File: src/shader_macros.svh
`ifndef SHADER_MACROS_SVH
`define SHADER_MACROS_SVH

// ############################################################
// Shader subsystem widths and depths
// ############################################################

`define SHADER_WORD_WIDTH      32  // Data and instruction word
`define SHADER_ADDR_WIDTH      16  // Byte address
`define SHADER_RAM_WORDS_LOG2  10  // 1024 words per RAM
`define SHADER_REG_COUNT_LOG2  4   // 16 registers

`endif

File: src/shader_pkg.sv
`default_nettype none

`include "shader_macros.svh"

package shader_pkg;

    typedef logic [`SHADER_WORD_WIDTH-1:0]     word_t;
    typedef logic [`SHADER_ADDR_WIDTH-1:0]     byte_addr_t;
    typedef logic [`SHADER_RAM_WORDS_LOG2-1:0] word_index_t;
    typedef logic [`SHADER_REG_COUNT_LOG2-1:0] reg_index_t;

    typedef enum logic [3:0] {
        NOP   = 4'd0,
        LOADI = 4'd1,
        ADD   = 4'd2,
        SUB   = 4'd3,
        MUL   = 4'd4,
        LOAD  = 4'd5,
        STORE = 4'd6,
        BNZ   = 4'd7,
        HALT  = 4'd15
    } opcode_e;

    // Instruction word layout
    typedef struct packed {
        opcode_e     opcode;  // 31:28
        reg_index_t  rd;      // 27:24
        reg_index_t  ra;      // 23:20
        reg_index_t  rb;      // 19:16
        logic [15:0] imm;     // 15:0
    } instruction_t;

    typedef enum logic [2:0] {
        IDLE,
        FETCH,
        FETCH_WAIT,
        EXECUTE,
        MEM_WAIT,
        WRITEBACK,
        HALTED
    } core_state_e;

    // One RAM port access
    typedef struct packed {
        byte_addr_t addr;
        logic       write;
        word_t      wdata;
    } mem_req_t;

    // Host load, to_data selects the data RAM
    typedef struct packed {
        logic       to_data;
        byte_addr_t addr;
        word_t      data;
    } load_req_t;

endpackage

`default_nettype wire

File: src/program_loader.sv
`timescale 1ns/1ps
`default_nettype none

module program_loader import shader_pkg::*; (
    input  logic      clock,
    input  logic      reset_n,
    input  logic      run,
    input  logic      load_valid,
    output logic      load_ready,
    input  load_req_t load_req,
    output mem_req_t  load_mem,
    output logic      load_to_data
);

    logic      accept;
    logic      write_q;   // Write pending toward the RAMs
    load_req_t held;      // Last accepted host write

    // One write per cycle, so only run can hold the host off
    assign load_ready = !run;
    assign accept     = load_valid && load_ready;

    always_ff @(posedge clock) begin
        if (!reset_n) begin
            write_q <= 1'b0;
        end else begin
            write_q <= accept;
        end
    end

    always_ff @(posedge clock) begin
        if (accept) begin
            held <= load_req;
        end
    end

    assign load_mem     = '{addr: held.addr, write: write_q, wdata: held.data};
    assign load_to_data = held.to_data;

    // Host must finish loading before the program starts
    a_no_load_while_running: assert property (
        @(posedge clock) disable iff (!reset_n)
        $rose(load_valid) |-> !run
    ) else $error("load_valid rose while run is high");

endmodule

`default_nettype wire

File: config.mk
export PLATFORM = sky130hd
export DESIGN_NAME = program_loader
export DESIGN_NICKNAME = d
export VERILOG_FILES = /design/src/shader_pkg.sv /design/src/program_loader.sv
export VERILOG_INCLUDE_DIRS = /design/src
export SDC_FILE = /design/constraint.sdc
export NUM_CORES = 1
export LEC_CHECK = 0
export ABC_CLOCK_PERIOD_IN_PS = 5940
export BUFFER_PORTS_ARGS = -buffer_cell sky130_fd_sc_hd__buf_2
export CAP_MARGIN = 0
export CORE_AREA = 5 5 66 68
export CTS_BUF_LIST = sky130_fd_sc_hd__clkbuf_16
export DETAILED_ROUTE_END_ITERATION = 8
export DIE_AREA = 0 0 71 73
export PLACE_DENSITY_LB_ADDON = 0.12
export SETUP_SLACK_MARGIN = 0.4
export SKIP_LAST_GASP = 1
export SLEW_MARGIN = 15
export SYNTH_ARGS = -nofsm -noshare
export SYNTH_HDL_FRONTEND = slang
export SYNTH_SLANG_ARGS = --single-unit
File: constraint.sdc
create_clock -name clock -period 5.94 [get_ports clock]
set_clock_uncertainty 0.05 [all_clocks]
set_input_delay 0.297 -clock clock [delete_from_list [all_inputs] [get_ports clock]]
set_output_delay 0.297 -clock clock [all_outputs]
set_load 0.01 [all_outputs]
# Yosys cells after proc, flatten, opt, wreduce, memory -nomap -nowiden

Cells that the tools add are included.

Register bits after elaboration: 50
Input port bits: 53
Output and inout bits: 51
Logic and storage cells: 6

Reduce and logical (&&, ||, !) cells: 2

Operator list:

| kind              | count |
|---|---|
| 1-bit logical AND | 1 |
| 1-bit logical NOT | 1 |

# Depth between registers and ports, before layout

Depth after elaboration: 2
Gate-level depth with buffers: 1
Mapped depth without buffers: 1

# Least setup slack after synthesis

Ideal clock, no wire load.

Path type: input -> register
Start point: input port run
End point: register held, in the netlist load_mem[0] (enable)
Library setup time: 462 ps
Arrival time: 2498 ps
Required time: 5428 ps
Path slack: 2930 ps
Stages: 1
Path through: nor2b_1

Word-level cells in the longest chain between the ends: 2

Ends and longest elaborated chain:

| item                 | line                 | RTL |
|---|---|---|
| from (decl)          | program_loader.sv:7  | `input logic run,` |
| 1-bit logical NOT    | program_loader.sv:20 | `assign load_ready = !run;` |
| 1-bit logical AND    | program_loader.sv:21 | `assign accept = load_valid && load_ready;` |
| to (signal assigned) | program_loader.sv:33 | `held <= load_req;` |
| to (decl)            | program_loader.sv:17 | `load_req_t held;` |

Every way passes these cells.
A chain may end at the register's enable or synchronous reset.

# Worst setup path after layout

Start point: input port run
End point: register held, in the netlist load_mem[45] (enable)

Word-level cells in the longest chain between the ends: 2

Ends and longest elaborated chain:

| item              | line                 | RTL |
|---|---|---|
| 1-bit logical NOT | program_loader.sv:20 |  |
| 1-bit logical AND | program_loader.sv:21 |  |
| net accept        | program_loader.sv:15 | `logic accept;` |

The timed path passes the listed nets, and every way through them passes these cells.

==> results.py <==
metrics = {
    "setup_path": {
        "criticalPathCategory": "primary input to flip-flop",
        "critPathMaxFanout": 26,
        "start_kind": "primary input",
        "arrival_ns": 1.42,
        "crit_start": "run",
        "worstSetupEndpointType": "flip-flop",
        "crit_end": "load_mem[45]",
        "cp_data_required_time_ns": 5.84,
    },
    "floorplan": {
        "coreArea_um2": 3800,
        "rows": 23,
        "ios": 104,
        "start_util": 0.400,
        "die-area_um2": 5180,
        "die_h_um": 73,
        "chipWidth_um": 71,
    },
    "synthesis": {
        "synth_edf_count": 49,
        "synthesis.area_um2": 1520,
        "post-synth-top-count-cell": "edfxtp_1",
        "syn_nets": 107,
        "ys_seq_elements": 50,
        "ys_warn_count": 0,
        "synthArstFlopShare": 0,
        "synth-seq-area-share": 0.983,
        "ys.flop_type": "edfxtp_1",
        "synth_top_area_cell": "edfxtp_1",
        "synth_top_area_frac": 0.969,
        "synthCells": 54,
        "synthTopCellsByArea": "edfxtp_1, dfxtp_1, and3b_1",
        "yosysUniqueCellTypes": 6,
        "syn_area_per_cell_um2": 28.1,
    },
    "global_routing": {
        "grt_pass1_vias": 931,
        "antenna_found_initial": 0,
        "grt_usage": 0.112,
        "grt_pass1_wl_um": 4260,
        "grt_max_degree": 27,
        "grt_overflow": 0,
    },
    "power_and_ir_drop": {
        "powerDensity_nw_per_um2": 327,
        "p_leak_uw": 0.000966,
        "ir_drop_v": 0.000214,
    },
    "clock_tree": {
        "holdBufCountCts": 0,
        "cts_root_buf": "clkbuf_16",
        "tritoncts": "yes",
        "ctsResizeCount": 0,
        "clock-sinks": 50,
        "post_cts_buffers": 0,
        "cts_buffer_depth": 2,
        "cts_max_level": 2,
        "cts_buffers": 5,
        "path_clk_slew_ns": 0.06,
    },
    "cells_and_area": {
        "nets": 217,
        "nFillCells": 327,
        "synthToLayoutAreaGrowth_pct": 47.6,
        "fin_area_um2": 2240,
        "antenna_cells": 0,
        "drive_gt1_frac": 0.667,
    },
    "place": {
        "dpl_cell_area_um2": 2100,
        "finalWeightedCongestion": 0.754,
        "io_buffers": 103,
    },
    "route": {
        "drt_first_iter_violations": 22,
        "drt_wl_total_um": 2960,
        "wl_per_cell_um": 13.8,
        "drtAntennaViolNets": 0,
        "drc": 0,
        "detail_route.vias_per_cell": 4.08,
        "firstDrtPassIters": 4,
        "vias": 877,
    },
    "sta": {
        "fmax_ghz": 0.660,
        "slew_headroom": 0.532,
        "tns_ns": 0,
        "fin_crit_sh": 0.255,
        "slew_violations": 0,
        "period_needed_ns": 1.52,
        "rsz0062_at_grt": "no",
        "finalHoldViolCount": 0,
        "setup_violations": 0,
        "tightest_slew_ns": 0.700,
    },
    "job": {
        "cap_violations": 0,
    },
    "hold_path": {
        "min_path_type": "primary input to flip-flop",
    },
    "run_status": {
        "status": "finished clean",
    },
}
area by class of cell:
cell class | count | area (um2) | area share
clock buffer | 5 | 125 | 0.0559
clock inverter | 3 | 11.3 | 0.00503
inverter | 1 | 3.75 | 0.00168
multi-input combinational | 2 | 22.5 | 0.0101
sequential | 50 | 1490 | 0.666
tap | 50 | 62.6 | 0.0279
timing repair buffer | 104 | 523 | 0.234
power breakdown:
group / switching [uW] / total, uW / internal, uW
Combinational: 31.2 / 58.7 / 27.6
Sequential: 4.54 / 418 / 414
Clock: 103 / 254 / 151
cell usage in the layout, fill, tap and decap left out:
cell type  instances
clkbuf_16          5
buf_2            103
buf_4              1
and3b_1            1
nor2b_4            1
clkinv_1           3
edfxtp_1          49
dfxtp_1            1
inv_1              1
worst max-delay path, stage by stage:
cell,delay [ns]
buf_2,0.12
nor2b_4,0.56
buf_4,0.42
flip-flops by register name, indices dropped and copies added (netlist names):
register      flops
write_q           1
load_mem         48
load_to_data      1
routing by layer:
layer,share of wire,global-route usage
met5,0,0
met4,0.0098,0.0564
met3,0.12,0.0606
met2,0.56,0.200
met1,0.31,0.103
worst min path at each step:
stage | start | end | slack, ns | cells after the start
6_report | load_req[36] | load_mem[37] | 0.14 | 1
4_1_cts | load_req[45] | load_mem[46] | 0.14 | 1
2_1_floorplan | load_req[0] | load_mem[0] | 0.35 | 0
5_1_grt | load_req[0] | load_mem[0] | 0.13 | 1
3_5_place_dp | load_req[14] | load_mem[14] | 0.43 | 1
3_3_place_gp | load_req[30] | load_mem[30] | 0.42 | 1
per-stage QoR:
step | hold slack [ns] | worst slack [ns] | util | power, uW | cells
floorplan | 0.346 | 2.93 | - | 446 | 54
global placement | 0.423 | 4.18 | 0.554 | 484 | 207
detailed placement | 0.425 | 4.11 | 0.554 | 486 | 207
CTS | 0.136 | 4.41 | 0.590 | 741 | 215
global route | 0.133 | 4.36 | 0.590 | 759 | 215
finish | 0.144 | 4.42 | 0.590 | 731 | 215
cells by family after synthesis:
logic type / after synthesis / synth area share
and+or+nand+nor: 2 / 0.00990
DFF: 50 / 0.983
buffers and inverters: 2 / 0.00742
(Power assumes the default switching activity.)
