$ cat src/shader_macros.svh
`ifndef SHADER_MACROS_SVH
`define SHADER_MACROS_SVH

// ############################################################
// Shader subsystem widths and depths
// ############################################################

`define SHADER_WORD_WIDTH      32  // Data and instruction word
`define SHADER_ADDR_WIDTH      16  // Byte address
`define SHADER_RAM_WORDS_LOG2  10  // 1024 words per RAM
`define SHADER_REG_COUNT_LOG2  4   // 16 registers

`endif

$ cat src/shader_pkg.sv
`default_nettype none

`include "shader_macros.svh"

package shader_pkg;

    typedef logic [`SHADER_WORD_WIDTH-1:0]     word_t;
    typedef logic [`SHADER_ADDR_WIDTH-1:0]     byte_addr_t;
    typedef logic [`SHADER_RAM_WORDS_LOG2-1:0] word_index_t;
    typedef logic [`SHADER_REG_COUNT_LOG2-1:0] reg_index_t;

    typedef enum logic [3:0] {
        NOP   = 4'd0,
        LOADI = 4'd1,
        ADD   = 4'd2,
        SUB   = 4'd3,
        MUL   = 4'd4,
        LOAD  = 4'd5,
        STORE = 4'd6,
        BNZ   = 4'd7,
        HALT  = 4'd15
    } opcode_e;

    // Instruction word layout
    typedef struct packed {
        opcode_e     opcode;  // 31:28
        reg_index_t  rd;      // 27:24
        reg_index_t  ra;      // 23:20
        reg_index_t  rb;      // 19:16
        logic [15:0] imm;     // 15:0
    } instruction_t;

    typedef enum logic [2:0] {
        IDLE,
        FETCH,
        FETCH_WAIT,
        EXECUTE,
        MEM_WAIT,
        WRITEBACK,
        HALTED
    } core_state_e;

    // One RAM port access
    typedef struct packed {
        byte_addr_t addr;
        logic       write;
        word_t      wdata;
    } mem_req_t;

    // Host load, to_data selects the data RAM
    typedef struct packed {
        logic       to_data;
        byte_addr_t addr;
        word_t      data;
    } load_req_t;

endpackage

`default_nettype wire

$ cat src/shader_core.sv
`timescale 1ns/1ps
`default_nettype none

`include "shader_macros.svh"

module shader_core import shader_pkg::*; (
    input  logic       clock,
    input  logic       reset_n,
    input  logic       run,
    output logic       halted,
    output byte_addr_t fetch_addr,
    input  word_t      inst_word,
    output mem_req_t   core_data_req,
    input  word_t      data_word
);

    localparam int PC_WIDTH = `SHADER_RAM_WORDS_LOG2 + 2;

    core_state_e         state;
    logic [PC_WIDTH-1:0] pc;           // Byte address within the RAM
    logic [PC_WIDTH-1:0] pc_plus4;
    logic [PC_WIDTH-1:0] next_pc;
    logic                wait_count;   // Second FETCH_WAIT cycle when set
    instruction_t        ir;

    word_t rf [0:(1 << `SHADER_REG_COUNT_LOG2)-1];
    word_t op_a;
    word_t op_b;
    word_t alu_result;
    logic  alu_writes;

    assign fetch_addr = byte_addr_t'(pc);
    assign op_a       = rf[ir.ra];
    assign op_b       = rf[ir.rb];
    assign pc_plus4   = pc + PC_WIDTH'(4);

    // ############################################################
    // ALU and branch
    // ############################################################

    always_comb begin
        alu_result = '0;
        alu_writes = 1'b0;
        case (ir.opcode)
            LOADI: begin
                alu_result = word_t'(ir.imm);  // Zero extended
                alu_writes = 1'b1;
            end
            ADD: begin
                alu_result = op_a + op_b;
                alu_writes = 1'b1;
            end
            SUB: begin
                alu_result = op_a - op_b;
                alu_writes = 1'b1;
            end
            MUL: begin
                alu_result = op_a * op_b;  // Low half only
                alu_writes = 1'b1;
            end
            default: begin
                alu_writes = 1'b0;  // NOP, memory, branch, unknown
            end
        endcase
    end

    always_comb begin
        if (ir.opcode == BNZ && op_a != '0) begin
            next_pc = ir.imm[PC_WIDTH-1:0];
        end else begin
            next_pc = pc_plus4;
        end
    end

    // LOAD and STORE address is ra plus imm
    assign core_data_req.addr  = op_a[`SHADER_ADDR_WIDTH-1:0] + ir.imm;
    assign core_data_req.write = (state == EXECUTE) && (ir.opcode == STORE);
    assign core_data_req.wdata = op_b;

    // ############################################################
    // Control state machine
    // ############################################################

    always_ff @(posedge clock) begin
        if (!reset_n) begin
            state      <= IDLE;
            halted     <= 1'b0;
            pc         <= '0;
            wait_count <= 1'b0;
        end else if (!run) begin
            state  <= IDLE;  // Also leaves HALTED
            halted <= 1'b0;
        end else begin
            case (state)
                IDLE: begin
                    pc    <= '0;
                    state <= FETCH;
                end
                FETCH: begin
                    wait_count <= 1'b0;
                    state      <= FETCH_WAIT;
                end
                FETCH_WAIT: begin
                    wait_count <= 1'b1;
                    if (wait_count) begin
                        state <= EXECUTE;  // inst_word is valid now
                    end
                end
                EXECUTE: begin
                    pc <= next_pc;
                    case (ir.opcode)
                        LOAD: state <= MEM_WAIT;
                        HALT: begin
                            state  <= HALTED;
                            halted <= 1'b1;
                        end
                        default: state <= FETCH;
                    endcase
                end
                MEM_WAIT:  state <= WRITEBACK;
                WRITEBACK: state <= FETCH;
                HALTED:    state <= HALTED;  // Until run falls
                default:   state <= IDLE;
            endcase
        end
    end

    // Instruction register and register file
    always_ff @(posedge clock) begin
        if (state == FETCH_WAIT && wait_count) begin
            ir <= instruction_t'(inst_word);
        end
        if (state == EXECUTE && alu_writes) begin
            rf[ir.rd] <= alu_result;
        end else if (state == WRITEBACK) begin
            rf[ir.rd] <= data_word;  // LOAD result
        end
    end

    // A store issued after run falls never reaches the data RAM
    a_store_while_running: assert property (
        @(posedge clock) disable iff (!reset_n)
        core_data_req.write |-> run
    ) else $error("Store issued while run is low");

endmodule

`default_nettype wire

$ cat config.mk
export PLATFORM = sky130hd
export DESIGN_NAME = shader_core
export DESIGN_NICKNAME = d
export VERILOG_FILES = /design/src/shader_pkg.sv /design/src/shader_core.sv
export VERILOG_INCLUDE_DIRS = /design/src
export SDC_FILE = /design/constraint.sdc
export NUM_CORES = 2
export LEC_CHECK = 0
export BUFFER_PORTS_ARGS = -buffer_cell sky130_fd_sc_hd__buf_2
export CORE_ASPECT_RATIO = 1.25
export CORE_MARGIN = 4
export CORE_UTILIZATION = 48
export CTS_CLUSTER_SIZE = 30
export DETAILED_ROUTE_END_ITERATION = 10
export HOLD_SLACK_MARGIN = 0.12
export RECOVER_POWER = 50
export SYNTH_ARGS = -nofsm -noshare
export SYNTH_HDL_FRONTEND = slang
export SYNTH_SLANG_ARGS = --single-unit
$ cat constraint.sdc
create_clock -name clock -period 11.7 [get_ports clock]
set_clock_uncertainty 0.05 [all_clocks]
set_input_delay 2.925 -clock clock [delete_from_list [all_inputs] [get_ports clock]]
set_output_delay 2.925 -clock clock [all_outputs]
set_load 0.005 [all_outputs]
* After elaboration in Yosys (flattened, before gate mapping)
Memories as Yosys holds them, arrays and structs flattened. A register that Yosys moved wholly into a read port is not among the register bits.
Index checks and enable logic that the tools add are counted.
** Operators by class
- Equality and inequality tests :: 15
- Bitwise gates (word level) :: 1
- $mul :: 1
- Reduce and logical (&&, ||, !) cells :: 14
- Add/subtract/negate cells :: 4
- Multiplexer cells :: 16
** Operators with widths (number)
- 32-bit one-hot mux with 4 select lines :: 1
- 32-bit adder :: 1
- 32-bit by 32-bit multiplier with 32-bit output :: 1
- 32-bit 2-to-1 mux :: 1
- 32-bit nonzero test :: 1
- 32-bit subtractor :: 1
- 12-bit one-hot mux with 2 select lines :: 1
- 3-bit one-hot mux with 6 select lines :: 1
- 16-bit adder :: 1
- 4-bit by 3-bit equality test with 1-bit output, second input constant :: 4
- 12-bit by 3-bit adder with 12-bit output, second input constant :: 1
- 12-bit 2-to-1 mux :: 1
- 3-bit equality test, second input constant :: 3
- 4-bit by 2-bit equality test with 1-bit output, second input constant :: 2
- 4-bit 2-to-1 mux :: 2
- 2-bit AND reduction :: 4
- 3-bit by 2-bit equality test with 1-bit output, second input constant :: 2
- 1-bit 2-to-1 mux :: 6
- 3-bit one-hot mux with 2 select lines :: 1
- 4-bit by 1-bit equality test with 1-bit output, second input constant :: 1
- 4-bit equality test, second input constant :: 1
- 1-bit logical AND :: 4
- 2-bit nonzero test :: 2
- 4-bit OR reduction :: 1
- other kinds (7) :: 7
** Storage, ports and cells
- Memories :: 1
- Output and inout bits :: 66
- Flip-flop bits (word level) :: 49
- Bits of input ports :: 67
- RAM bits :: 512
- Logic and storage cells :: 61
** Memories
- rf :: depth 16, bits a word 32, read ports 2, clocked after Yosys merged registers in 2, wr ports 1, line shader_core.sv:26 : word_t rf [0:(1 << `SHADER_REG_COUNT_LOG2)-1];

* Logic depth before layout (Yosys ltp)
- Word-level depth :: 7
- Gate-level depth with buffers :: 38
- Mapped depth without buffers :: 33

* Worst setup path after synthesis
Ideal clock, no wire load.
- Kind :: reg-to-reg
- From :: register (tool-made name)
- To :: memory rf[0][31] in the netlist's numbering, data pin
- Library setup time :: 0.302 ns
- Stages on the path, launching flop included :: 36
- Clock period less this slack :: 9.952 ns
- Setup slack :: 1.748 ns
- Arrival time :: 9.599 ns
- Buffers on the path :: 6
- Required time :: 11.348 ns
- Path through :: dfxtp_1 -> buf_4 -> buf_2 -> clkbuf_1 -> buf_1 -> mux4_2 -> a22o_1 -> a221oi_1 -> clkbuf_1 -> buf_1 -> nor2_1 -> fa_1 -> inv_1 -> fa_1 -> inv_1 -> fa_1 -> inv_1 -> fa_1 -> inv_1 -> fa_1 -> inv_1 -> fa_1 -> inv_1 -> fa_1 -> fa_1 -> ha_1 -> a21o_1 -> a21o_1 -> a211oi_1 -> o31ai_1 -> and2_1 -> a311o_1 -> o311ai_0 -> o21ai_0 -> a21o_1 -> a31oi_1
** RTL lines (line)
- end, declared :: shader_core.sv:26

==> impl_metrics.env <==
export IMPL_status="finished with violations"
export IMPL_failed_checks="capacitance limit, slew limit"
export IMPL_cts_clk_slew_worst_paths_ps=60
export IMPL_p_leak_nw=19.5
export IMPL_port_buffers=128
export IMPL_synth_seq_cells=569
export IMPL_setup_viol=0
export IMPL_multi_input_area_mm2=0.0250
export IMPL_synth_edf_count=544
export IMPL_drt_pass1_iterations=6
export IMPL_cp_arrival_ps=10970
export IMPL_seqPwrFrac=0.428
export IMPL_clockBufferDepth=3
export IMPL_crit_type="reg -> reg"
export IMPL_nNetsFinal=4335
export IMPL_reg2reg_to="rf[12][31]"
export IMPL_power_frac_comb=0.226
export IMPL_drtIter0Drc=3026
export IMPL_grt_start_max_net_pins=66
export IMPL_internal_power_mw=3.76
export IMPL_drv_cap=18
export IMPL_die_width_um=280
export IMPL_drc=0
export IMPL_yosysSeqAreaShare=0.379
export IMPL_synth_avg_cell_area_um2=12.6
export IMPL_dp_hpwl_mm=103
export IMPL_r2r_slack_ps=1040
export IMPL_cts_resized=0
export IMPL_synthFlopType="edfxtp_1"
export IMPL_drt_vias_per_instance=6.14
export IMPL_async_flop_share=0
export IMPL_critPathSlowestCell="a221oi_2"
export IMPL_htree_levels=2
export IMPL_hold_viol=0
export IMPL_cp_max_fo=34
export IMPL_p_sw_frac=0.287
export IMPL_grt_pass1_vias=31471
export IMPL_max_stage_delay_ps=940
export IMPL_rows=124
export IMPL_cts_made_buffers=57
export IMPL_grt_pass1_wl_mm=210
export IMPL_fin_crit_sh=0.911
export IMPL_dpl_instance_area_mm2=0.0471
export IMPL_utilization=0.534
export IMPL_netlist_area_mm2=0.0444
export IMPL_cts_hold_buf=0
export IMPL_min_path_type="reg -> reg"
export IMPL_yosys_warnings=0
export IMPL_routedWlPerCell_um=29.2
export IMPL_synth_cell_type_count=91
export IMPL_drive_above_1_share=0.194
export IMPL_min_path_cells=1
export IMPL_dieArea_mm2=0.0974
export IMPL_worstSkewPairLatency_ps=660
export IMPL_fmax_mhz=93.8
export IMPL_cts_sinks=569
export IMPL_syn2layout_area_growth_pct=10.0
export IMPL_vdd_drop_max_mv=0.143
export IMPL_start_kind="register"
export IMPL_start_util=0.485
export IMPL_finalMaxSlewViolations=626
export IMPL_cts_root_buffer="clkbuf_16"
export IMPL_cp_end_kind="register"
export IMPL_power_frac_clock=0.346
export IMPL_critPathMostFrequentCell="fa_1"
export IMPL_ioPinCount=133
export IMPL_fillers=7808
export IMPL_p_per_area_mw_per_mm2=108
export IMPL_netlist_instances=3534
export IMPL_rsz0062_at_grt="false"
export IMPL_fin_area_mm2=0.0488
export IMPL_max_slew_margin_rel=-1.41
export IMPL_setup_tns_ps=0
export IMPL_drtAntennaViolNets=0
export IMPL_die_y_um=348
export IMPL_place_gp_congestion=0.986
export IMPL_num_vias=30296
export IMPL_netSwitchingPower_mw=1.51
export IMPL_pre_cts_slack_ps=1310
export IMPL_cts_tree="done"
export IMPL_reg2reg_depth=31
export IMPL_core_mm2=0.0915
export IMPL_worstPathRequired_ps=12020
export IMPL_track_usage=0.298
export IMPL_whs_ps=427
export IMPL_tightestPinTransition_ps=3610
export IMPL_antenna_found_initial=5
export IMPL_totalWireLength_mm=144
export IMPL_postCtsSetupRepairBufs=0
export IMPL_grt_overflow=0
export IMPL_worst_slack_ps=1040
export IMPL_min_delay_start="ir[23]"
export IMPL_seqCellArea_mm2=0.0169
export IMPL_period_needed_ps=10660
==> Yosys cell counts (7+ instances only) <==
cell / count / area, um2
o21ai_0: 63 / 315
nand2b_1: 15 / 93.8
xnor2_1: 120 / 1050
buf_2: 29 / 145
and3_1: 12 / 75.1
buf_6: 14 / 158
mux2_2: 30 / 338
edfxtp_1: 544 / 16300
nand4_1: 12 / 75.1
nor3_1: 19 / 95.1
buf_4: 13 / 97.6
dfxtp_1: 25 / 500
mux4_2: 268 / 6040
a22o_1: 23 / 201
inv_1: 483 / 1810
nand3_1: 16 / 80.1
a21oi_1: 130 / 651
nor2_1: 374 / 1400
a221oi_1: 14 / 123
o31ai_1: 7 / 52.6
nand2_1: 265 / 995
ha_1: 172 / 2150
a22oi_1: 26 / 195
inv_2: 9 / 33.8
a222oi_1: 8 / 80.1
mux2i_1: 27 / 270
fa_1: 410 / 8210
nor3b_1: 7 / 52.6
xor2_1: 27 / 236
and2_1: 33 / 206
o21a_1: 14 / 105
clkbuf_1: 112 / 420
buf_1: 16 / 60.1
a31oi_1: 17 / 106
or3_1: 11 / 68.8
nor2b_1: 22 / 138
clkinv_1: 9 / 33.8
a21o_1: 25 / 188
==> logic make-up after synthesis <==
| family | Yosys count | synth area share |
|---|---|---|
| adder cells (fa/ha/maj) | 582 | 0.233 |
| other | 1 | 0.0000845 |
| flip-flops | 569 | 0.379 |
| buffers and inverters | 688 | 0.0630 |
| multiplexers | 330 | 0.152 |
| XOR/XNOR | 148 | 0.0295 |
| AND/OR/NAND/NOR | 822 | 0.0808 |
| AO/OA/AOI/OAI | 394 | 0.0617 |
==> flip-flops by register name (all words and copies together) (netlist names), named ones only <==
| name | count |
|---|---|
| pc | 12 |
| halted | 1 |
| rf | 512 |
| state | 3 |
| wait_count | 1 |
| ir | 32 |
==> metrics by stage <==
step	power, mW	cells
2_1_floorplan	3.11	3537
3_3_place_gp	3.45	4824
3_5_place_dp	3.45	4824
4_1_cts	5.27	4930
5_1_grt	5.48	4933
6_report	5.27	4934
==> worst max-delay path by stage <==
stage,from,slack (ps),end
after floorplan,register,1750,rf[0][31]
after global placement,register,1520,rf[8][31]
after detailed placement,register,1310,rf[12][31]
after CTS,register,1280,rf[5][31]
after global routing,register,580,rf[12][31]
final,register,1040,rf[12][31]
==> power by group through the flow <==
stage	sequential, mW	clock [mW]	combinational, mW
floorplan	2.30	0	0.811
global route	2.25	1.94	1.29
detailed placement	2.30	0	1.16
CTS	2.25	1.86	1.16
global placement	2.30	0	1.16
finish	2.25	1.82	1.19
==> placed cells by master (no fill, tap or decap), types with 8 or more instances in the layout <==
master and instances:
a21o_1 25, a21oi_1 127, a221oi_2 10, a221oi_4 10, a222oi_1 8, a22o_1 23
a22oi_1 26, a31oi_1 17, and2_1 31, and3_1 12, buf_2 123, buf_4 128
clkbuf_1 37, clkbuf_16 57, clkinv_1 20, clkinv_2 8, dfxtp_1 17, edfxtp_1 544
fa_1 410, ha_1 172, inv_1 483, inv_2 9, mux2_2 29, mux2i_1 26
mux4_2 268, nand2_1 265, nand2b_1 15, nand3_1 15, nand4_1 12, nor2_1 361
nor2_4 12, nor2b_1 18, nor3_1 16, o21a_1 14, o21ai_0 61, or3_1 11
xnor2_1 120, xor2_1 27
==> layer usage <==
metal | track usage | wire length, um | up-vias
met5 | 0 | 0 | -
met4 | 0.161 | 9870 | 0
met3 | 0.0385 | 11500 | 401
met2 | 0.503 | 70200 | 1506
met1 | 0.378 | 52700 | 15730
li1 | - | - | 12659
==> cell type report <==
| class | instances | share of cell area |
|---|---|---|
| diodes | 4 | 0.000205 |
| multi-input cells | 2280 | 0.513 |
| inverters | 502 | 0.0386 |
| well taps | 1197 | 0.0307 |
| flip-flops and latches | 569 | 0.345 |
| clock buffers | 75 | 0.0314 |
| repair buffers | 276 | 0.0349 |
| clock inverters | 31 | 0.00643 |
==> critical path, delay by kind of cell, from the launching register on <==
kind / cells / cell delay [ps]
simple gates: 4 / 550
mux: 1 / 580
fa+ha+maj: 9 / 4000
compound gates: 10 / 2860
buf+inv: 7 / 1450
flops: 1 / 820
No activity file was read; power rests on OpenSTA's default activity.
