File: src/shader_macros.svh
`ifndef SHADER_MACROS_SVH
`define SHADER_MACROS_SVH

// ############################################################
// Shader subsystem widths and depths
// ############################################################

`define SHADER_WORD_WIDTH      32  // Data and instruction word
`define SHADER_ADDR_WIDTH      16  // Byte address
`define SHADER_RAM_WORDS_LOG2  10  // 1024 words per RAM
`define SHADER_REG_COUNT_LOG2  4   // 16 registers

`endif

File: src/shader_pkg.sv
`default_nettype none

`include "shader_macros.svh"

package shader_pkg;

    typedef logic [`SHADER_WORD_WIDTH-1:0]     word_t;
    typedef logic [`SHADER_ADDR_WIDTH-1:0]     byte_addr_t;
    typedef logic [`SHADER_RAM_WORDS_LOG2-1:0] word_index_t;
    typedef logic [`SHADER_REG_COUNT_LOG2-1:0] reg_index_t;

    typedef enum logic [3:0] {
        NOP   = 4'd0,
        LOADI = 4'd1,
        ADD   = 4'd2,
        SUB   = 4'd3,
        MUL   = 4'd4,
        LOAD  = 4'd5,
        STORE = 4'd6,
        BNZ   = 4'd7,
        HALT  = 4'd15
    } opcode_e;

    // Instruction word layout
    typedef struct packed {
        opcode_e     opcode;  // 31:28
        reg_index_t  rd;      // 27:24
        reg_index_t  ra;      // 23:20
        reg_index_t  rb;      // 19:16
        logic [15:0] imm;     // 15:0
    } instruction_t;

    typedef enum logic [2:0] {
        IDLE,
        FETCH,
        FETCH_WAIT,
        EXECUTE,
        MEM_WAIT,
        WRITEBACK,
        HALTED
    } core_state_e;

    // One RAM port access
    typedef struct packed {
        byte_addr_t addr;
        logic       write;
        word_t      wdata;
    } mem_req_t;

    // Host load, to_data selects the data RAM
    typedef struct packed {
        logic       to_data;
        byte_addr_t addr;
        word_t      data;
    } load_req_t;

endpackage

`default_nettype wire

File: src/memory_port_select.sv
`timescale 1ns/1ps
`default_nettype none

`include "shader_macros.svh"

module memory_port_select import shader_pkg::*; (
    input  logic       clock,
    input  logic       reset_n,
    input  logic       run,
    input  logic       halted,
    input  mem_req_t   load_mem,
    input  logic       load_to_data,
    input  byte_addr_t fetch_addr,
    input  mem_req_t   core_data_req,
    input  byte_addr_t reader_addr,
    output mem_req_t   inst_port,
    output mem_req_t   data_port
);

    logic load_inst_write;
    logic load_data_write;

    // Keep only the word index bits, word aligned
    function automatic byte_addr_t word_align(input byte_addr_t addr);
        byte_addr_t aligned;
        aligned = '0;
        aligned[`SHADER_RAM_WORDS_LOG2+1:2] = addr[`SHADER_RAM_WORDS_LOG2+1:2];
        return aligned;
    endfunction

    assign load_inst_write = load_mem.write && !load_to_data;
    assign load_data_write = load_mem.write && load_to_data;

    always_ff @(posedge clock) begin
        if (!reset_n) begin
            inst_port.write <= 1'b0;
            data_port.write <= 1'b0;
        end else if (!run) begin
            // Host side owns both RAMs
            inst_port <= '{addr: word_align(load_mem.addr), write: load_inst_write,
                           wdata: load_mem.wdata};
            if (load_data_write) begin
                data_port <= '{addr: word_align(load_mem.addr), write: 1'b1,
                               wdata: load_mem.wdata};
            end else begin
                data_port <= '{addr: word_align(reader_addr), write: 1'b0,
                               wdata: load_mem.wdata};
            end
        end else begin
            inst_port <= '{addr: word_align(fetch_addr), write: 1'b0, wdata: '0};
            if (halted) begin
                data_port <= '{addr: word_align(reader_addr), write: 1'b0, wdata: '0};
            end else begin
                data_port <= '{addr: word_align(core_data_req.addr),
                               write: core_data_req.write,
                               wdata: core_data_req.wdata};
            end
        end
    end

    // A loader write still in flight when run rises would never reach a RAM
    a_no_load_write_while_running: assert property (
        @(posedge clock) disable iff (!reset_n)
        load_mem.write |-> !run
    ) else $error("Loader write dropped because run is high");

endmodule

`default_nettype wire

File: config.mk
export PLATFORM = sky130hd
export DESIGN_NAME = memory_port_select
export DESIGN_NICKNAME = d
export VERILOG_FILES = /design/src/shader_pkg.sv /design/src/memory_port_select.sv
export VERILOG_INCLUDE_DIRS = /design/src
export SDC_FILE = /design/constraint.sdc
export NUM_CORES = 1
export LEC_CHECK = 0
export ABC_AREA = 1
export BUFFER_PORTS_ARGS = -buffer_cell sky130_fd_sc_hd__buf_4
export CAP_MARGIN = 40
export CELL_PAD_IN_SITES_DETAIL_PLACEMENT = 0
export CELL_PAD_IN_SITES_GLOBAL_PLACEMENT = 2
export CORE_MARGIN = 10
export CORE_UTILIZATION = 24
export CTS_CLUSTER_DIAMETER = 80
export CTS_CLUSTER_SIZE = 28
export DETAILED_ROUTE_END_ITERATION = 8
export GPL_TIMING_DRIVEN = 0
export MAX_ROUTING_LAYER = met4
export PLACE_DENSITY_LB_ADDON = 0.1
export SLEW_MARGIN = 20
export SYNTH_ARGS = -nofsm -noshare
export SYNTH_HDL_FRONTEND = slang
export SYNTH_SLANG_ARGS = --single-unit
File: constraint.sdc
create_clock -name clock -period 1.1 [get_ports clock]
set_input_delay 0.165 -clock clock [delete_from_list [all_inputs] [get_ports clock]]
set_output_delay 0.165 -clock clock [all_outputs]
set_load 0.02 [all_outputs]
=== Word-level counts from Yosys, hierarchy flattened ===
Cells that the tools add are included.

* Output and inout port bits: 98
* Bits of input ports: 135
* Word-level logic and storage cells: 15
* Register bits: 98

* Muxes and demuxes: 4
* Bitwise gates (word level): 1
* Reduce and logical (&&, ||, !) cells: 4

{| class="wikitable"
|+ Operator list
! cell !! count
|-
| $mux 45 || 3
|-
| $mux 49 || 1
|-
| $logic_and 1x1->1 || 2
|-
| $reduce_or 2->1 || 1
|-
| $logic_not 1->1 || 1
|-
| $not 1->1 || 1
|}

=== Depth between registers and ports, before layout ===
Gate-level depths: netlist of run 1.

* Depth in word-level cells: 3
* Depth in mapped cells: 5
* Depth with buffers taken out: 4

=== Least setup slack after synthesis of run 1 ===
Ideal clock, no wire load.

* Path type: input to register
* From: input run
* To: register data_port[37] in the netlist's numbering, data pin
* Path slack: 0.269 ns
* Arrival: 0.578 ns
* Data required time: 0.847 ns
* Buffers on the path: 2
* Library setup time: 0.253 ns
* Cell stages on the path: 4
* Cell sequence: buf_2 > buf_4 > nand3_1 > nand2_1

* Cells in the longest elaborated chain, start to end: 1

{| class="wikitable"
|+ Ends and longest elaborated chain
! element !! RTL line !! text
|-
| from (decl) || memory_port_select.sv:9 || <nowiki>input logic run,</nowiki>
|-
| $mux 49 || memory_port_select.sv:38 || <nowiki>end else if (!run) begin</nowiki>
|-
| to (signal assigned) || memory_port_select.sv:43 || <nowiki>data_port <= '{addr: word_align(load_mem.addr), write: 1'b1,</nowiki>
|-
| to (signal assigned) || memory_port_select.sv:46 || <nowiki>data_port <= '{addr: word_align(reader_addr), write: 1'b0,</nowiki>
|-
| to (signal assigned) || memory_port_select.sv:52 || <nowiki>data_port <= '{addr: word_align(reader_addr), write: 1'b0, wdata: '0};</nowiki>
|-
| to (decl) || memory_port_select.sv:17 || <nowiki>output mem_req_t data_port</nowiki>
|}

No other way between the ends.
A chain may end at the register's enable or synchronous reset.

=== Final worst setup path of run 1 ===
* From: register data_port[25] in the netlist's numbering
* To: output data_port[25] in the netlist's numbering

No word-level cell between the ends.

==> metrics.md, run 1 <==
| Metric | Value |
|---|---|
| Status | finished, final reports clean |
| Core Area | 15800 µm² |
| Pwr Density | 1500 nW/µm² |
| Worst-path clk slew | 60 ps |
| Final wirelength | between 10000 and 15000 µm |
| Syn_area_per_cell | 10.3 µm² |
| RSZ-0062 raised after global routing | false |
| Hold WC Path Type | primary input to flip-flop |
| Vias | 3236 |
| Area fraction of the dominant cell type after synthesis | 65.8% |
| Highest Clock Rate | 939 MHz |
| DR iter-0 viols | 161 |
| Register Area | roughly 2600 µm² |
| Placed Area | 5640 µm² |
| Vias in the first global route | between 3000 and 4000 |
| Final Hold Slack | 44.1 ps |
| Post-CTS Setup Inserts | 0 |
| Area occupied by multi-input gates | slightly below 900 µm² |
| FP Rows | 46 |
| Yosys top cell by area | edfxtp_1 |
| PostCTS Resize Cnt | 0 |
| First-pass GRT wire length | 20000 µm |
| Critical Path, Cell by Cell | buf_4 |
| Crit-path max FO | 1 |
| Crit path max-delay family | flip-flops |
| Via-to-Cell Ratio | 3.98 |
| Design Area, Final | 5970 µm² |
| Clk sinks | between 80 and 90 |
| I/O pins | 233 |
| Layout area overhead | 55.7% |
| Die Height | 146 µm |
| DRT Pass-1 Iters | 4 |
| Worst Hold Depth | 3 |
| Main flop type after synthesis | edfxtp_1 |
| Synth async-reset ratio | 0% |
| Most frequent cell after synthesis | nand2_1 |
| Hold Path End | data_port[32] |
| Max stage delay on crit path | 390 ps |
| Synth warn | 0 |
| Global Route Usage Sum | 12.5% |
| Pins over their slew limit | 0 |
| H-tree depth | 3 |
| Antenna cells | 0 |
| Synthesized area | 3830 µm² |
| Worst setup EP type | primary output |
| Final Hold Vio Count | 0 |
| Synth cell count leaders | 85 x nand2_1, 84 x edfxtp_1, 62 x inv_1 |
| Largest net degree at the start of global routing | 58 |
| Sequential fraction of the synthesis area | approximately two thirds |
| P_leak | 2.82 nW |
| Seq cells post-synth | 86 |
| Number of synthesized flops with an enable pin | between 80 and 90 |
| DRC | 0 |
| Critical path class | flip-flop to primary output |
| Die area | ~21000 µm² |
| Initial antenna violation count | 0 |
| Share of layout cells above drive strength 1 | ~40% |
| Routability Congestion | 0.730 |
| Netlist cell types | 18 |
| Slowest cell on crit path | edfxtp_1 |
| Max Buffers Root-to-Sink | 2 |
| Crit path from | data_port[25] |
| Crit path time final | around 1100 ps |
| Tcrit/Tclk final | between 90 and 100% |
| Wirelength per Cell | 16.5 µm |
| Type of origin of the critical path | flip-flop |
| Die Wd | 146 µm |
| Clock Tree Root | clkbuf_16 |
| CTS tree | done |
| Synth Instances | 373 |
| Worst VDD drop | 0.000666 V |
| Initial Utilization | 24.3% |
| HPWL after DPL | 10400 µm |
| Total power | around 9.0 mW |
| Worst Path Arrival | approximately 900 ps |
| CTS Buf Count | 9 |
| Hold Startpoint | core_data_req[32] |
| Final Setup Violations | 0 |
| WP data required | 940 ps |
| Final worst setup slack | 34.8 ps |
| Gr ovfl total | 0 |
| Fill cell count | 1674 |
| Number of port buffers | between 150 and 200 |
| NumNets Final | approximately 730 |
| DRT antenna net count | 0 |
| Max Cap Viol | 0 |
| Hold_buf cts | 0 |
| Synth area leaders | edfxtp_1 66%, nand2_1 8.3%, inv_1 6.1% |
| Crit path buffers/inverters | 1 |
| Pre-CTS WS | -171 ps |
[area by class of cell]
cell class,instances,area share (%)
Sequential cell,86,42.9
Timing Repair Buffer,197,25.3
Multi-Input combinational cell,205,14.7
Tap cell,216,4.53
Inverter,64,4.02
Clock buffer,10,3.84
Buffer,29,3.31
Clock inverter,6,1.43
[worst min-delay path, cell delays in order]
cell and delay, ps:
buf_4 80, nand3_1 60, nand2_1 50
[layer usage]
metal | vias to the layer above | GRT usage (%) | wire [µm]
li1 | 1623 | - | -
met4 | 0 | 5.96 | 337
met3 | 17 | 3.40 | 818
met5 | - | - | 0
met2 | 132 | 19.2 | 6210
met1 | 1464 | 15.1 | 6040
[power by group]
part	total (mW)	switching (mW)	leakage, nW	internal [mW]
clock network	3.28	1.29	0.151	1.99
registers	4.00	0.0769	0.830	3.92
logic	1.69	0.935	1.84	0.756
total	8.97	2.30	2.82	6.67
[cells in the final DEF (no fill, tap or decap), types with 8 or more instances in the layout]
master / Yosys / layout
conb_1: 1 / 12
inv_1: 62 / 62
clkbuf_16: 0 / 9
nand3_1: 31 / 31
edfxtp_1: 84 / 84
o21ai_0: 36 / 36
nand2_1: 85 / 85
nor2_1: 32 / 32
buf_4: 15 / 208
buf_2: 8 / 8
[per-stage QoR]
step	cells	utilization [%]	setup TNS, ps
3_3_place_gp	796	35.6	-32970
6_report	813	37.9	0
2_1_floorplan	384	-	0
3_5_place_dp	797	35.8	-11830
4_1_cts	813	37.8	0
5_1_grt	813	37.9	0
[worst max path at each step]
stage                          endpoint  slack, ps  depth (start not counted)
after detailed placement   inst_port[4]       -170                          2
after global routing      data_port[24]        0.4                          1
after floorplan           data_port[37]        270                          4
after global placement    data_port[32]       -380                          3
final                     data_port[25]         30                          1
after CTS                 data_port[43]          5                          1
[sequential cells by signal (all words and copies together) (netlist names)]
| signal | flops |
|---|---|
| inst_port | 43 |
| data_port | 43 |
[kinds of logic (layout without fill, tap and decap cells)]
family | Yosys count | count (layout) | synth area share, %
and+or+nand+nor | 151 | 151 | 16.2
other | 1 | 12 | 0.0978
buffers and inverters | 93 | 306 | 11.4
DFF | 86 | 86 | 66.8
AOI/OAI and AO/OA | 42 | 42 | 5.48
No activity file was read; power rests on OpenSTA's default activity.
==> run 2, diff against run 1 <==
SKIP_LAST_GASP = 1   (was not set)
clock period = 1 ns   (was 1.1 ns; I/O delays follow)
==> run 2 against run 1 <==
  * The run now ends with negative setup slack left
  * Routed wire length is 0.42% higher
  * Clock power is 10% higher
  * Global-route usage is 0.087 points higher
  * Sequential cell count stayed put
  * Combinational power is 20% higher
  * Total power is 13% higher
  * Via count hardly changed
  * Count of clock-buffer cells in the layout stayed put
  * Final cell count stayed put
  * Sequential share of layout area is 2.1 points lower
  * Non-clock buffer count stayed put
  * Sequential power is 12% higher
  * Largest cell class unchanged
==> metrics.md, run 2 (synthesized netlist as in run 1, its figures left out) <==
| Metric | Value |
|---|---|
| Status | complete, but fails checks |
| Violated checks | negative setup slack |
| Final Setup Violations | 84 (+84) |
| I/O pins | 233 (unchanged) |
| Critical Path, Cell by Cell | buf_6 |
| Design Area, Final | 6280 µm² (+5.2%) |
| RSZ-0062 raised after global routing | true |
| FP Rows | 46 (unchanged) |
| Final Hold Slack | 29.0 ps (-15.1 ps) |
| Wirelength per Cell | 16.6 µm (+0.42%) |
| NumNets Final | 727 (unchanged) |
| Core Area | 15800 µm² (unchanged) |
| Worst-path clk slew | 60 ps (about the same) |
| Die area | 21400 µm² (unchanged) |
| Initial antenna violation count | 0 (unchanged) |
| Max_slew headroom | 66.5% |
| H-tree depth | 3 (unchanged) |
| Net Switching | 2.60 mW (+13%) |
| Gr ovfl total | 0 (unchanged) |
| Hold_buf cts | 0 (unchanged) |
| Cell count after placement | 797 (unchanged) |
| Antenna cells | 0 (unchanged) |
| Routability Congestion | 0.730 (unchanged) |
| DRT met1 WL | 5940 µm (-1.7%) |
| Routed length on met2 | 6360 µm (+2.5%) |
| CTS Buf Count | 9 (unchanged) |
| Largest regs | data_port x43, inst_port x43 |
| Vias | 3237 (+0.031%) |
| DR iter-0 viols | 166 (+3.1%) |
| Commonest non-fill, non-tap cells in the layout | 126 x buf_4, 88 x buf_6, 85 x nand2_1 |
| Part of the power in combinational logic | 20.1% (+1.3 points) |
| Worst Max-Slew Pin Slew | 503 ps |
| CTS tree | done |
| Area occupied by multi-input gates | 875 µm² (unchanged) |
| Pwr Density | 1610 nW/µm² (+7.2%) |
| Sw Ratio | 25.7% (about the same) |
| Global Route Usage Sum | 12.6% (+0.087 points) |
| HPWL after DPL | 10400 µm (unchanged) |
| WP data required | 850 ps (-90 ps) |
| Worst Path Arrival | 900 ps (about the same) |
| DRC | 0 (unchanged) |
| Fill cell count | 1646 (-1.7%) |
| Max Buffers Root-to-Sink | 2 (unchanged) |
| Pins over their slew limit | 0 (unchanged) |
| DRT antenna net count | 0 (unchanged) |
| Max Cap Viol | 0 (unchanged) |
| Final Hold Vio Count | 0 (unchanged) |
| P_leak | 2.92 nW (+3.6%) |
| Hold WC Path Type | primary input to flip-flop |
| Share of layout cells above drive strength 1 | 40.0% (unchanged) |
| Worst VDD drop | 0.000734 V (+10%) |
| Register Area | 2560 µm² (unchanged) |
| Clock Tree Root | clkbuf_16 |
| Initial Utilization | 24.3% (unchanged) |
| Highest Clock Rate | 952 MHz |
| Via-to-Cell Ratio | 3.98 (about the same) |
| Commonest non-fill, non-tap cell in the layout | buf_4 |
| Clk pwr share | 35.8% (-0.8 points) |
| Final std cells w/o fill | 813 (unchanged) |
| DRT Pass-1 Iters | 4 (unchanged) |
| First-pass GRT wire length | 20200 µm (+1.0%) |
| Slowest cell on crit path | edfxtp_1 |
| Crit path max-delay family | flip-flops |
| Tcrit/Tclk final | 105% |
| Crit path buffers/inverters | 1 (unchanged) |
| Final wirelength | 13500 µm (+0.42%) |
| Crit path time final | 1050 ps |
| Type of origin of the critical path | flip-flop |
| Sequential cell fraction of total power | 44.1% (-0.5 points) |
| Placed Area | 5640 µm² (unchanged) |
| Final worst setup slack | -50.8 ps (-85.5 ps) |
| Worst setup EP type | primary output |
| Clk sinks | 86 (unchanged) |
| Critical path class | flip-flop to primary output |
| Wire length on met3 | 922 µm (+13%) |
| Vias in the first global route | 3395 (+1.1%) |
| Layout area overhead | 63.7% |
| Crit-path max FO | 1 (unchanged) |
| Die Height | 146 µm (unchanged) |
| Highest metal used | met4 |
| Number of port buffers | 196 (unchanged) |
| Die Wd | 146 µm (unchanged) |
| Largest net degree at the start of global routing | 58 (unchanged) |
| Max stage delay on crit path | 410 ps (+20 ps) |
| Power Internal | 7.51 mW (+13%) |
==> run 2: layer usage <==
| layer | GRT usage [%] | vias to the layer above |
|---|---|---|
| li1 | - | 1623 |
| met1 | 14.9 | 1474 |
| met2 | 19.8 | 127 |
| met3 | 3.65 | 13 |
| met4 | 5.26 | 0 |
| met5 | - | - |
==> run 2: power groups by stage <==
stage	combinational, mW	clock [mW]	sequential, mW
after floorplan	0.423	0	4.88
after global placement	1.87	0	4.48
after detailed placement	1.89	0	4.48
after CTS	2.07	3.72	4.46
after global routing	2.19	3.89	4.49
final	2.03	3.62	4.46
==> run 2: area by class of cell <==
cell class              count  share of cell area, %
plain buffers              29                   3.15
clock buffers              10                   3.65
clock inverters             6                   1.36
inverters                  64                   3.83
multi-input cells         205                   13.9
flip-flops and latches     86                   40.8
well taps                 216                   4.31
repair buffers            197                   29.0
==> run 2: timing repair <==
item | in CTS | in global routing
endpoints found under the setup margin | 84 | 85
setup buffers | 0 | 0
pin swaps | 0 | 0
gates resized for setup | 83 | 2
==> run 2: stage by stage <==
step / power (mW) / TNS [ps] / worst slack [ps] / util (%)
after floorplan: 5.31 / 0 / 184 / -
after global placement: 6.35 / -46870 / -464 / 35.6
after detailed placement: 6.37 / -23370 / -256 / 35.8
after CTS: 10.3 / -3370 / -73.3 / 39.8
after global routing: 10.6 / -4520 / -87.2 / 39.8
final: 10.1 / -1450 / -50.8 / 39.8
==> run 2: path summary, 6_finish.rpt <==
kind                     startpoint             to  slack (ps)  cells past startpoint
setup / recovery      data_port[27]  data_port[27]         -50                      1
hold / removal    core_data_req[32]  data_port[32]          30                      3
